### src/logic/ahb_pkg.sv
`default_nettype none

package ahb_pkg;

  localparam int ADDR_W = 32;
  localparam int DATA_W = 32;

  // only word transfers are issued by the master
  localparam logic [2:0] HSIZE_WORD = 3'b010;

  typedef enum logic [1:0] {
    IDLE   = 2'b00,
    BUSY   = 2'b01,
    NONSEQ = 2'b10,
    SEQ    = 2'b11
  } htrans_e;

  typedef enum logic [2:0] {
    SINGLE = 3'b000,
    INCR   = 3'b001,
    WRAP4  = 3'b010, // wrap codes are never driven by the master
    INCR4  = 3'b011,
    WRAP8  = 3'b100,
    INCR8  = 3'b101,
    WRAP16 = 3'b110,
    INCR16 = 3'b111
  } hburst_e;

  typedef struct packed {
    logic [ADDR_W-1:0] haddr;
    htrans_e           htrans;
    logic              hwrite;
    logic [2:0]        hsize;
    hburst_e           hburst;
    logic [3:0]        hprot;
    logic              hmastlock;
    logic [DATA_W-1:0] hwdata;
  } ahb_req_t;

  typedef struct packed {
    logic [DATA_W-1:0] hrdata;
    logic              hready;
    logic              hresp;
  } ahb_rsp_t;

endpackage

`default_nettype wire

### src/logic/xfer_pkg.sv
`default_nettype none

package xfer_pkg;

  // one host command whose beat count is in words
  typedef struct packed {
    logic [31:0] addr;
    logic [15:0] beats;
    logic        write;
  } cmd_t;

  typedef struct packed {
    logic [31:0]      addr;
    ahb_pkg::hburst_e hburst;
    logic [4:0]       beats;  // 1, 4, 8 or 16
    logic             write;
    logic             last;   // final burst of its command
  } burst_t;

  typedef enum logic {
    PLAN_IDLE,
    PLAN_SPLIT
  } plan_state_e;

  // LAST_DATA means the address bus is idle and one data phase is still open
  typedef enum logic [1:0] {
    PH_IDLE,
    PH_ADDR,
    PH_LAST_DATA
  } phase_state_e;

endpackage

`default_nettype wire

### src/logic/ahb_burst_master.sv
`timescale 1ns/10ps
`default_nettype none

module ahb_burst_master #(
  parameter int QUEUE_DEPTH = 4
) (
  input  wire logic              clk,
  input  wire logic              rst,
  input  wire logic              req,
  input  wire xfer_pkg::cmd_t    cmd,
  input  wire ahb_pkg::ahb_rsp_t bus_rsp,
  input  wire logic [31:0]       wdata,
  output logic                   req_ack,
  output ahb_pkg::ahb_req_t      bus_req,
  output logic                   wdata_take,
  output logic [31:0]            rdata,
  output logic                   rdata_valid,
  output logic                   done
);

  logic             q_valid;
  logic             q_ready;
  xfer_pkg::cmd_t   q_cmd;
  logic             b_valid;
  logic             b_ready;
  xfer_pkg::burst_t b_desc;

  cmd_queue #(
    .QUEUE_DEPTH(QUEUE_DEPTH)
  ) queue0 (
    .clk     (clk),
    .rst     (rst),
    .req     (req),
    .cmd     (cmd),
    .q_ready (q_ready),
    .req_ack (req_ack),
    .q_valid (q_valid),
    .q_cmd   (q_cmd)
  );

  burst_planner planner0 (
    .clk     (clk),
    .rst     (rst),
    .q_valid (q_valid),
    .q_cmd   (q_cmd),
    .b_ready (b_ready),
    .q_ready (q_ready),
    .b_valid (b_valid),
    .b_desc  (b_desc)
  );

  ahb_phase_engine engine0 (
    .clk         (clk),
    .rst         (rst),
    .b_valid     (b_valid),
    .b_desc      (b_desc),
    .bus_rsp     (bus_rsp),
    .wdata       (wdata),
    .b_ready     (b_ready),
    .bus_req     (bus_req),
    .wdata_take  (wdata_take),
    .rdata       (rdata),
    .rdata_valid (rdata_valid),
    .done        (done)
  );

endmodule

`default_nettype wire

### src/logic/ahb_phase_engine.sv
`timescale 1ns/10ps
`default_nettype none

module ahb_phase_engine (
  input  wire logic              clk,
  input  wire logic              rst,
  input  wire logic              b_valid,
  input  wire xfer_pkg::burst_t  b_desc,
  input  wire ahb_pkg::ahb_rsp_t bus_rsp,
  input  wire logic [31:0]       wdata,
  output logic                   b_ready,
  output ahb_pkg::ahb_req_t      bus_req,
  output logic                   wdata_take,
  output logic [31:0]            rdata,
  output logic                   rdata_valid,
  output logic                   done
);

  xfer_pkg::phase_state_e state;
  logic                   hready;
  logic                   take;

  // beat currently in its address phase
  logic [31:0]      a_addr;
  logic             a_write;
  ahb_pkg::hburst_e a_burst;
  logic [4:0]       a_left;     // beats still to come after this one
  logic             a_first;
  logic             a_last_cmd;

  // beat currently in its data phase
  logic d_valid;
  logic d_write;
  logic d_end;

  assign hready = bus_rsp.hready;

  // a new burst may only replace the final address phase once it completes
  assign b_ready = (state != xfer_pkg::PH_ADDR) | ((a_left == 5'd0) & hready);
  assign take    = b_valid & b_ready;

  assign wdata_take = d_valid & d_write & hready;

  always_comb begin
    bus_req.haddr = a_addr;
    if (state != xfer_pkg::PH_ADDR) begin
      bus_req.htrans = ahb_pkg::IDLE;
    end else if (a_first) begin
      bus_req.htrans = ahb_pkg::NONSEQ;
    end else begin
      bus_req.htrans = ahb_pkg::SEQ;
    end
    bus_req.hwrite    = a_write;
    bus_req.hsize     = ahb_pkg::HSIZE_WORD;
    bus_req.hburst    = a_burst;
    bus_req.hprot     = 4'b0000;
    bus_req.hmastlock = 1'b0;
    bus_req.hwdata    = wdata; // host holds the word until wdata_take
  end

  always_ff @(posedge clk or negedge rst) begin
    if (!rst) begin
      state       <= xfer_pkg::PH_IDLE;
      a_addr      <= '0;
      a_write     <= 1'b0;
      a_burst     <= ahb_pkg::SINGLE;
      a_left      <= '0;
      a_first     <= 1'b0;
      a_last_cmd  <= 1'b0;
      d_valid     <= 1'b0;
      d_write     <= 1'b0;
      d_end       <= 1'b0;
      done        <= 1'b0;
      rdata_valid <= 1'b0;
    end else begin
      done        <= d_valid & d_end & hready;
      rdata_valid <= d_valid & ~d_write & hready;

      // an address phase that completes moves into the data phase
      if (hready) begin
        d_valid <= (state == xfer_pkg::PH_ADDR);
        d_write <= a_write;
        d_end   <= a_last_cmd & (a_left == 5'd0);
      end

      if (take) begin
        state      <= xfer_pkg::PH_ADDR;
        a_addr     <= b_desc.addr;
        a_write    <= b_desc.write;
        a_burst    <= b_desc.hburst;
        a_left     <= b_desc.beats - 5'd1;
        a_first    <= 1'b1;
        a_last_cmd <= b_desc.last;
      end else begin
        case (state)
          xfer_pkg::PH_ADDR: begin
            if (hready) begin
              if (a_left != 5'd0) begin
                a_addr  <= a_addr + 32'd4;
                a_left  <= a_left - 5'd1;
                a_first <= 1'b0;
              end else begin
                state <= xfer_pkg::PH_LAST_DATA;
              end
            end
          end
          xfer_pkg::PH_LAST_DATA: begin
            if (hready) begin
              state <= xfer_pkg::PH_IDLE;
            end
          end
          default: begin
            state <= xfer_pkg::PH_IDLE;
          end
        endcase
      end
    end
  end

  always_ff @(posedge clk) begin
    if (d_valid && !d_write && hready) begin
      rdata <= bus_rsp.hrdata;
    end
  end

endmodule

`default_nettype wire

### src/logic/burst_planner.sv
`timescale 1ns/10ps
`default_nettype none

module burst_planner (
  input  wire logic           clk,
  input  wire logic           rst,
  input  wire logic           q_valid,
  input  wire xfer_pkg::cmd_t q_cmd,
  input  wire logic           b_ready,
  output logic                q_ready,
  output logic                b_valid,
  output xfer_pkg::burst_t    b_desc
);

  xfer_pkg::plan_state_e state;
  logic [31:0]           cur_addr;
  logic [15:0]           remain;
  logic                  cur_write;
  logic [8:0]            room;
  logic [4:0]            beats;
  ahb_pkg::hburst_e      burst;
  logic                  last;
  logic                  b_fire;

  // words left before the next 1 KB boundary range from 1 to 256
  assign room = 9'd256 - {1'b0, cur_addr[9:2]};

  always_comb begin
    if (remain >= 16'd16 && room >= 9'd16) begin
      burst = ahb_pkg::INCR16;
      beats = 5'd16;
    end else if (remain >= 16'd8 && room >= 9'd8) begin
      burst = ahb_pkg::INCR8;
      beats = 5'd8;
    end else if (remain >= 16'd4 && room >= 9'd4) begin
      burst = ahb_pkg::INCR4;
      beats = 5'd4;
    end else begin
      burst = ahb_pkg::SINGLE;
      beats = 5'd1;
    end
  end

  assign last    = (remain == {11'd0, beats});
  assign b_valid = (state == xfer_pkg::PLAN_SPLIT);
  assign b_fire  = b_valid & b_ready;

  // the next command can be taken in the same cycle the last burst leaves
  assign q_ready = (state == xfer_pkg::PLAN_IDLE) | (b_fire & last);

  always_comb begin
    b_desc.addr   = cur_addr;
    b_desc.hburst = burst;
    b_desc.beats  = beats;
    b_desc.write  = cur_write;
    b_desc.last   = last;
  end

  always_ff @(posedge clk or negedge rst) begin
    if (!rst) begin
      state     <= xfer_pkg::PLAN_IDLE;
      cur_addr  <= '0;
      remain    <= '0;
      cur_write <= 1'b0;
    end else begin
      if (q_valid && q_ready) begin
        state     <= xfer_pkg::PLAN_SPLIT;
        cur_addr  <= q_cmd.addr;
        remain    <= q_cmd.beats;
        cur_write <= q_cmd.write;
      end else if (b_fire) begin
        cur_addr <= cur_addr + {25'd0, beats, 2'b00}; // four bytes per beat
        remain   <= remain - {11'd0, beats};
        if (last) begin
          state <= xfer_pkg::PLAN_IDLE;
        end
      end
    end
  end

endmodule

`default_nettype wire

### src/logic/cmd_queue.sv
`timescale 1ns/10ps
`default_nettype none

module cmd_queue #(
  parameter int QUEUE_DEPTH = 4
) (
  input  wire logic           clk,
  input  wire logic           rst,
  input  wire logic           req,
  input  wire xfer_pkg::cmd_t cmd,
  input  wire logic           q_ready,
  output logic                req_ack,
  output logic                q_valid,
  output xfer_pkg::cmd_t      q_cmd
);

  localparam int PTR_W = $clog2(QUEUE_DEPTH);
  localparam int CNT_W = PTR_W + 1;

  xfer_pkg::cmd_t   mem [QUEUE_DEPTH];
  logic [PTR_W-1:0] wr_ptr;
  logic [PTR_W-1:0] rd_ptr;
  logic [CNT_W-1:0] count;
  logic [CNT_W-1:0] count_nxt;
  logic             push;
  logic             pop;

  assign push    = req & req_ack;
  assign pop     = q_valid & q_ready;
  assign q_valid = (count != '0);
  assign q_cmd   = mem[rd_ptr]; // oldest entry is always on the output

  always_comb begin
    count_nxt = count;
    if (push && !pop) begin
      count_nxt = count + 1'b1;
    end else if (pop && !push) begin
      count_nxt = count - 1'b1;
    end
  end

  // pointers wrap on their own since the depth is a power of two
  always_ff @(posedge clk or negedge rst) begin
    if (!rst) begin
      wr_ptr  <= '0;
      rd_ptr  <= '0;
      count   <= '0;
      req_ack <= 1'b0;
    end else begin
      if (push) begin
        wr_ptr <= wr_ptr + 1'b1;
      end
      if (pop) begin
        rd_ptr <= rd_ptr + 1'b1;
      end
      count   <= count_nxt;
      req_ack <= (count_nxt != CNT_W'(QUEUE_DEPTH)); // ack only with a free slot next cycle
    end
  end

  always_ff @(posedge clk) begin
    if (push) begin
      mem[wr_ptr] <= cmd;
    end
  end

endmodule

`default_nettype wire

### config.mk
export PLATFORM = sky130hd
export DESIGN_NAME = ahb_burst_master
export DESIGN_NICKNAME = d
export VERILOG_FILES = /design/src/logic/ahb_pkg.sv /design/src/logic/xfer_pkg.sv /design/src/logic/ahb_burst_master.sv /design/src/logic/ahb_phase_engine.sv /design/src/logic/burst_planner.sv /design/src/logic/cmd_queue.sv
export SDC_FILE = /design/constraint.sdc
export NUM_CORES = 1
export LEC_CHECK = 0
export BUFFER_PORTS_ARGS = -buffer_cell sky130_fd_sc_hd__buf_2
export CORE_MARGIN = 4
export CORE_UTILIZATION = 35
export CTS_CLUSTER_DIAMETER = 50
export DETAILED_ROUTE_END_ITERATION = 8
export PLACE_DENSITY = 0.54
export SLEW_MARGIN = 20
export SYNTH_ARGS = -nofsm -noshare
export SYNTH_HDL_FRONTEND = slang
export SYNTH_SLANG_ARGS = --single-unit
### constraint.sdc
create_clock -name clk -period 7.35 [get_ports clk]
set_clock_uncertainty 0.15 [all_clocks]
set_input_delay 1.47 -clock clk [delete_from_list [all_inputs] [get_ports clk]]
set_output_delay 1.47 -clock clk [all_outputs]
set_load 0.05 [all_outputs]
== Word level (Yosys, flattened, before mapping) ==
Memories as Yosys holds them, arrays and structs flattened.
Index checks and enable logic that the tools add are counted.

* Memories kept: 1
* Bits of input ports: 118
* Output and inout port bits: 114
* Bits in registers: 140
* Logic and storage cells: 120
* RAM bits: 196

{| class="wikitable"
|+ Memory list
! name !! depth !! width !! rd ports !! clocked after Yosys merged registers in !! write ports !! RTL line !! text
|-
| queue0.mem || 4 || 49 || 1 || 0 || 1 || cmd_queue.sv:20 || <nowiki>xfer_pkg::cmd_t mem [QUEUE_DEPTH];</nowiki>
|}

* Reduce and logical (&&, ||, !) cells: 22
* Add/sub/neg operators: 10
* Eq/ne operators: 8
* $lt $le $gt $ge: 6
* Bitwise operators: 16
* Muxes and demuxes: 36

{| class="wikitable"
|+ Operators with widths
! operator !! number
|-
| $mux 32 || 6
|-
| $add 32x3->32 const B || 1
|-
| $add 32x7->32 || 1
|-
| $mux 16 || 2
|-
| $mux 5 || 6
|-
| $eq 16x5->1 || 1
|-
| $ge 16x3->1 const B || 1
|-
| $ge 16x4->1 const B || 1
|-
| $ge 16x5->1 const B || 1
|-
| $sub 16x5->16 || 1
|-
| $mux 3 || 5
|-
| $and 1x1->1 || 12
|-
| $mux 2 || 6
|-
| $ne 3x3->1 const B || 4
|-
| $mux 1 || 10
|-
| $reduce_bool 2->1 || 5
|-
| $sub 5x1->5 const B || 2
|-
| $ge 9x3->1 const B || 1
|-
| $ge 9x4->1 const B || 1
|-
| $ge 9x5->1 const B || 1
|-
| $sub 9x8->9 const A || 1
|-
| $logic_and 1x1->1 || 8
|-
| $reduce_and 3->1 || 2
|-
| $logic_not 5->1 || 1
|-
| 13 further kinds || 18
|}

== Logic depth before layout (Yosys ltp) ==
* Depth in word-level cells: 14
* Mapped depth: 16
* Depth with buffers taken out: 14

== Modules after synthesis ==
Synthesis repeated with hierarchy kept, for this count alone.

* Cells, all modules: 1,111
* Area, all modules: 15,108.2 µm²

{| class="wikitable"
|+ By module, submodules not included
! module !! instances !! seq. area each (µm²) !! cells an instance !! area each (µm²)
|-
| cmd_queue || 1 || 6,085.8 || 308 || 7,628.6
|-
| ahb_phase_engine || 1 || 2,212.1 || 399 || 4,161.5
|-
| burst_planner || 1 || 1,251.2 || 404 || 3,318.2
|}

== Worst setup path before layout ==
OpenSTA, ideal clock, no wires.

* Path type: in2out
* Start point: input port bus_rsp[1] (netlist bit)
* End point: output port wdata_take
* Data arrival time: 2.214 ns
* Path buffers: 1
* Required time: 5.730 ns
* Stages: 2
* Slack: 3.516 ns
* Cell sequence: clkbuf_1 -> and3_1

* Word-level cells in the longest chain between the ends: 1

{| class="wikitable"
|+ RTL lines
! item !! RTL line !! text
|-
| from (decl) || ahb_burst_master.sv:11 || <nowiki>input wire ahb_pkg::ahb_rsp_t bus_rsp,</nowiki>
|-
| $and 1x1->1 || ahb_phase_engine.sv:42 || <nowiki>assign wdata_take = d_valid & d_write & hready;</nowiki>
|-
| to (decl) || ahb_burst_master.sv:15 || <nowiki>output logic wdata_take,</nowiki>
|}

Every way passes these cells.

== Worst setup path after layout ==
* Start point: register planner0.cur_addr[3]
* End point: register queue0.req_ack

* Word-level cells in the longest chain between the ends: 14
* Elaborated cells on any way between the ends: 20
* Those cells by class: add/sub (1); order compare (3); eq/ne (2); mux (5); bitwise (3); reduce/logical (6)

{| class="wikitable"
|+ RTL lines
! item !! RTL line !! text
|-
| from (decl) || burst_planner.sv:16 || <nowiki>logic [31:0] cur_addr;</nowiki>
|-
| from (signal assigned) || burst_planner.sv:68 || <nowiki>cur_addr <= q_cmd.addr;</nowiki>
|-
| from (signal assigned) || burst_planner.sv:72 || <nowiki>cur_addr <= cur_addr + {25'd0, beats, 2'b00};</nowiki>
|-
| $sub 9x8->9 (*) || burst_planner.sv:26 || <nowiki>assign room = 9'd256 - {1'b0, cur_addr[9:2]};</nowiki>
|-
| $ge 9x3->1 || burst_planner.sv:35 || <nowiki>end else if (remain >= 16'd4 && room >= 9'd4) begin</nowiki>
|-
| $logic_and 1x1->1 || burst_planner.sv:35 ||
|-
| $mux 3 || burst_planner.sv:35 ||
|-
| $mux 5 || burst_planner.sv:32 || <nowiki>end else if (remain >= 16'd8 && room >= 9'd8) begin</nowiki>
|-
| $mux 5 (*) || burst_planner.sv:29 || <nowiki>if (remain >= 16'd16 && room >= 9'd16) begin</nowiki>
|-
| $eq 16x5->1 (*) || burst_planner.sv:44 || <nowiki>assign last = (remain == {11'd0, beats});</nowiki>
|-
| $and 1x1->1 (*) || burst_planner.sv:49 || <nowiki>assign q_ready = (state == xfer_pkg::PLAN_IDLE) | (b_fire & last);</nowiki>
|-
| $or 1x1->1 (*) || burst_planner.sv:49 ||
|-
| $and 1x1->1 (*) || cmd_queue.sv:29 || <nowiki>assign pop = q_valid & q_ready;</nowiki>
|-
| $logic_and 1x1->1 / $logic_not 1->1 (equally long branches) || cmd_queue.sv:37, cmd_queue.sv:35 ||
|-
| $mux 3 / $logic_and 1x1->1 (equally long branches) || cmd_queue.sv:37, cmd_queue.sv:35 ||
|-
| $mux 3 (*) || cmd_queue.sv:35 || <nowiki>if (push && !pop) begin</nowiki>
|-
| via queue0.count_nxt[0] || cmd_queue.sv:24 || <nowiki>logic [CNT_W-1:0] count_nxt;</nowiki>
|-
| $ne 3x3->1 (*) || cmd_queue.sv:57 || <nowiki>req_ack <= (count_nxt != CNT_W'(QUEUE_DEPTH));</nowiki>
|-
| to (signal assigned) || cmd_queue.sv:57 ||
|-
| to (decl) || cmd_queue.sv:12 || <nowiki>output logic req_ack,</nowiki>
|}

The timed path passes the listed nets; every way through them passes the cells marked *.
A chain may end at the register's enable or synchronous reset.

==> out/qor.txt <==
clock buffers created by TritonCTS -> 40
VDD IR-drop max -> 0.150 mV
compound-gate portion of the synthesized area -> 0.0820
number of port buffers -> 158
area of the core -> 0.0411 mm2
Leakage Power -> 6.24 nW
Critical Path RT -> 7.64 ns
maximum number of buffers from clock root to sink -> 3
max-cap viol count -> 0
dominant synthesized flop cell -> sky130_fd_sc_hd__edfxtp_1
slew margin rel. -> 0.464
outcome -> finished, final reports clean
internal power -> 3.99 mW
Hold Path Cell Cnt -> 2
hold violation count in the final report -> 0
starting DRC count in detailed routing -> 822
setup tns final -> 0 ns
Die Span X -> 213 um
combinational cell fraction of total power -> 0.240
clock tree from TritonCTS -> built
Post-Synthesis Mean Instance Area -> 13.6 um2
pin count of the biggest net entering global routing -> 88
Worst Max-Slew Pin Slew -> 0.804 ns
H-tree levels -> 2
post-synthesis simple-gate area fraction -> 0.101
count of flip-flops with a built-in enable after synthesis -> 228
main combinational cell family by area after synthesis -> simple AND/OR/NAND/NOR gates
adder-cell share of the synthesized area -> 0.0171
cts-stage hold buffer count -> 0
Distinct cells, synth -> 63
number of nets in the layout -> 1,345
CTS root buf -> sky130_fd_sc_hd__clkbuf_16
wire length of the first global-routing pass -> 51,900 um
Clock power frac -> 0.307
post-detailed-route wirelength per cell -> 18.6 um
startpoint kind of the worst setup timing path -> register
Die Outline Area -> 0.0452 mm2
worst hold path type -> reg2reg
library cell occupying the most area in the post-synthesis netlist -> sky130_fd_sc_hd__edfxtp_1
DP HPWL -> 21,200 um
number of global-route vias before repair -> 9,041
number of primary I/O pins -> 232
number of buffers inserted by post-CTS setup repair -> 0
total clock sinks -> 336
shortest period the worst path allows -> 4.55 ns
Resized Gates After CTS -> 0
ranking of synthesized cells by instance count -> sky130_fd_sc_hd__edfxtp_1 (228), sky130_fd_sc_hd__nand2_1 (134), sky130_fd_sc_hd__dfrtp_1 (108)
maximum clock frequency -> 0.220 GHz
sequential group share of total power -> 0.452
area fraction of the dominant cell type after synthesis -> 0.467
final period utilization -> 0.619
antenna violations before repair -> 11
Hold Crit Start -> planner0.cur_addr[1]
switching power as a share of total power -> 0.343
portion of netlist area occupied by mux cells -> 0.0805
largest cells by area after synthesis -> sky130_fd_sc_hd__edfxtp_1 (47%), sky130_fd_sc_hd__dfrtp_1 (18%), sky130_fd_sc_hd__mux4_2 (7.5%), sky130_fd_sc_hd__nand2_1 (3.4%), sky130_fd_sc_hd__o21ai_0 (2.6%)
Rows -> 74
unrepaired setup endpoints after global routing -> false
startpoint-to-endpoint class of the critical path -> reg2reg
reg-to-reg startpoint -> planner0.cur_addr[3]
cell with the most instances after synthesis -> sky130_fd_sc_hd__edfxtp_1
number of synthesized register bits -> 336
switching pwr -> 2.08 mW
Via-to-Cell Ratio -> 5.08
sequential share of the synthesized area -> 0.651
effective utilization at floorplan -> 0.357
Worst-Skew Late Latency -> 0.56 ns
fraction of layout cells with a size suffix above 1 -> 0.244
logic depth of the worst register-to-register path -> 14
Antenna Violating Nets Remaining -> 0
kind of end point of the critical path -> register
via total after detailed routing -> 8,996
total global routing overflow -> 0
routability-driven placement congestion ratio -> 0.800
power density of the placed cells -> 357 mW/mm2
Synth Cell Area -> 0.0147 mm2
area added between synthesis and finish -> 16.0%
Util after Layout -> 0.414
synthesis warning total -> 0
routed wire length -> 33,000 um
worst endpoint data arrival time -> 4.83 ns
max-slew violation total from the final report -> 0
remaining design rule violation count -> 0
first element of the critical path -> planner0.cur_addr[3]
overall routing resource usage -> 0.147
largest fanout on the critical path -> 87
clock-pin slew on the worst setup and hold paths -> 0.06 ns
DIE HEIGHT -> 213 um
asr flop ratio synth -> 0.321
XOR/XNOR Fraction of Synth Area -> 0.0269
Post-Syn Instances -> 1,080
number of setup violations in the final report -> 0
iteration count of the initial detailed-routing pass -> 5
## metrics by stage
stage / total power [mW] / instance area (um2) / instances / worst slack (ns) / hold slack (ns)
5_1_grt: 6.41 / 17000 / 1768 / 2.34 / 0.351
6_report: 6.07 / 17000 / 1770 / 2.80 / 0.318
2_1_floorplan: 3.84 / 14700 / 1086 / 3.52 / 0.289
4_1_cts: 6.15 / 17000 / 1768 / 2.72 / 0.322
3_5_place_dp: 4.26 / 15800 / 1697 / 2.74 / 0.308
3_3_place_gp: 4.23 / 15800 / 1697 / 2.78 / 0.311
## cells by family (layout without fill, tap and decap cells)
logic type | count (synthesis) | count (layout)
AOI/OAI and AO/OA | 203 | 203
xor gates and xnor gates | 45 | 45
adders and majority gates | 20 | 20
buffers and inverters | 113 | 263
DFF | 336 | 336
muxes | 56 | 56
other | 2 | 10
and+or+nand+nor | 305 | 305
## final cells by class
cell class	count	area (um2)
Multi-Input combinational cell	637	4570
Sequential cell	336	9550
Tap cell	532	666
Clock buffer	52	1060
Clock inverter	19	190
Timing Repair Buffer	171	895
Antenna cell	2	5.00
Fill cell	3812	24100
Inverter	21	78.8
## routing by layer
layer | global-route usage | wire length, um | vias to the layer above
li1 | - | - | 4267
met1 | 0.203 | 15100 | 4365
met2 | 0.220 | 14500 | 248
met3 | 0.0431 | 2150 | 94
met4 | 0.0571 | 1090 | 22
met5 | 0 | 144 | -
## placed cells by master, fill, tap and decap left out, types with 5 or more instances in the layout
cell / instances
sky130_fd_sc_hd__nor2_1: 39
sky130_fd_sc_hd__conb_1: 8
sky130_fd_sc_hd__nor3_1: 16
sky130_fd_sc_hd__dfrtp_1: 106
sky130_fd_sc_hd__a211oi_1: 5
sky130_fd_sc_hd__nand3_1: 31
sky130_fd_sc_hd__buf_2: 157
sky130_fd_sc_hd__nand2b_1: 5
sky130_fd_sc_hd__clkbuf_16: 40
sky130_fd_sc_hd__a31oi_1: 10
sky130_fd_sc_hd__buf_4: 13
sky130_fd_sc_hd__edfxtp_1: 228
sky130_fd_sc_hd__mux4_2: 49
sky130_fd_sc_hd__o22ai_1: 9
sky130_fd_sc_hd__a21oi_1: 58
sky130_fd_sc_hd__clkbuf_1: 11
sky130_fd_sc_hd__a21o_1: 5
sky130_fd_sc_hd__and4_1: 7
sky130_fd_sc_hd__o21ai_0: 77
sky130_fd_sc_hd__and3_1: 17
sky130_fd_sc_hd__clkinv_1: 5
sky130_fd_sc_hd__mux2_2: 5
sky130_fd_sc_hd__xor2_1: 27
sky130_fd_sc_hd__nand2_1: 134
sky130_fd_sc_hd__nand4_1: 17
sky130_fd_sc_hd__xnor2_1: 18
sky130_fd_sc_hd__inv_1: 21
sky130_fd_sc_hd__nor2b_1: 6
sky130_fd_sc_hd__ha_1: 20
## worst max-delay path: stages (launching register included)
cell and delay (ns):
sky130_fd_sc_hd__dfrtp_1 0.47, sky130_fd_sc_hd__inv_1 0.09, sky130_fd_sc_hd__ha_1 0.24, sky130_fd_sc_hd__nor3b_1 0.22, sky130_fd_sc_hd__mux2_2 0.37, sky130_fd_sc_hd__o32ai_1 0.38
sky130_fd_sc_hd__nand2_1 0.24, sky130_fd_sc_hd__ha_1 0.42, sky130_fd_sc_hd__nand4_1 0.16, sky130_fd_sc_hd__nor3_4 0.22, sky130_fd_sc_hd__nand3_4 0.14, sky130_fd_sc_hd__a21oi_4 0.17
sky130_fd_sc_hd__buf_4 0.60, sky130_fd_sc_hd__xnor2_1 0.16, sky130_fd_sc_hd__or3b_1 0.37
## registers in the layout (all words and copies together) (netlist names)
register	count
planner0.b_valid	1
engine0.d_valid	1
planner0.cur_write	1
queue0.wr_ptr	2
engine0.a_addr	32
engine0.state	2
planner0.remain	16
queue0.count	3
engine0.d_end	1
engine0.d_write	1
engine0.done	1
engine0.a_first	1
planner0.cur_addr	32
engine0.a_burst	3
engine0.rdata	32
queue0.mem	196
engine0.a_write	1
queue0.rd_ptr	2
engine0.a_last_cmd	1
queue0.req_ack	1
engine0.rdata_valid	1
engine0.a_left	5
## worst paths after layout
kind | end | slack [ns]
setup reg to reg | queue0.req_ack | 2.80
max in group asynchronous | queue0.rd_ptr[0] | 4.92
setup / recovery | queue0.req_ack | 2.80
min in group asynchronous | planner0.cur_addr[23] | 0.84
hold reg to reg | engine0.a_addr[1] | 0.32
hold / removal | engine0.a_addr[1] | 0.32
## power groups by stage
stage	combinational, mW	clock [mW]	sequential, mW
4_1_cts	1.48	1.93	2.75
3_3_place_gp	1.46	0	2.77
5_1_grt	1.60	2.01	2.80
3_5_place_dp	1.48	0	2.78
6_report	1.46	1.86	2.74
2_1_floorplan	0.730	0	3.11
Power figures use the tool's default switching activity.
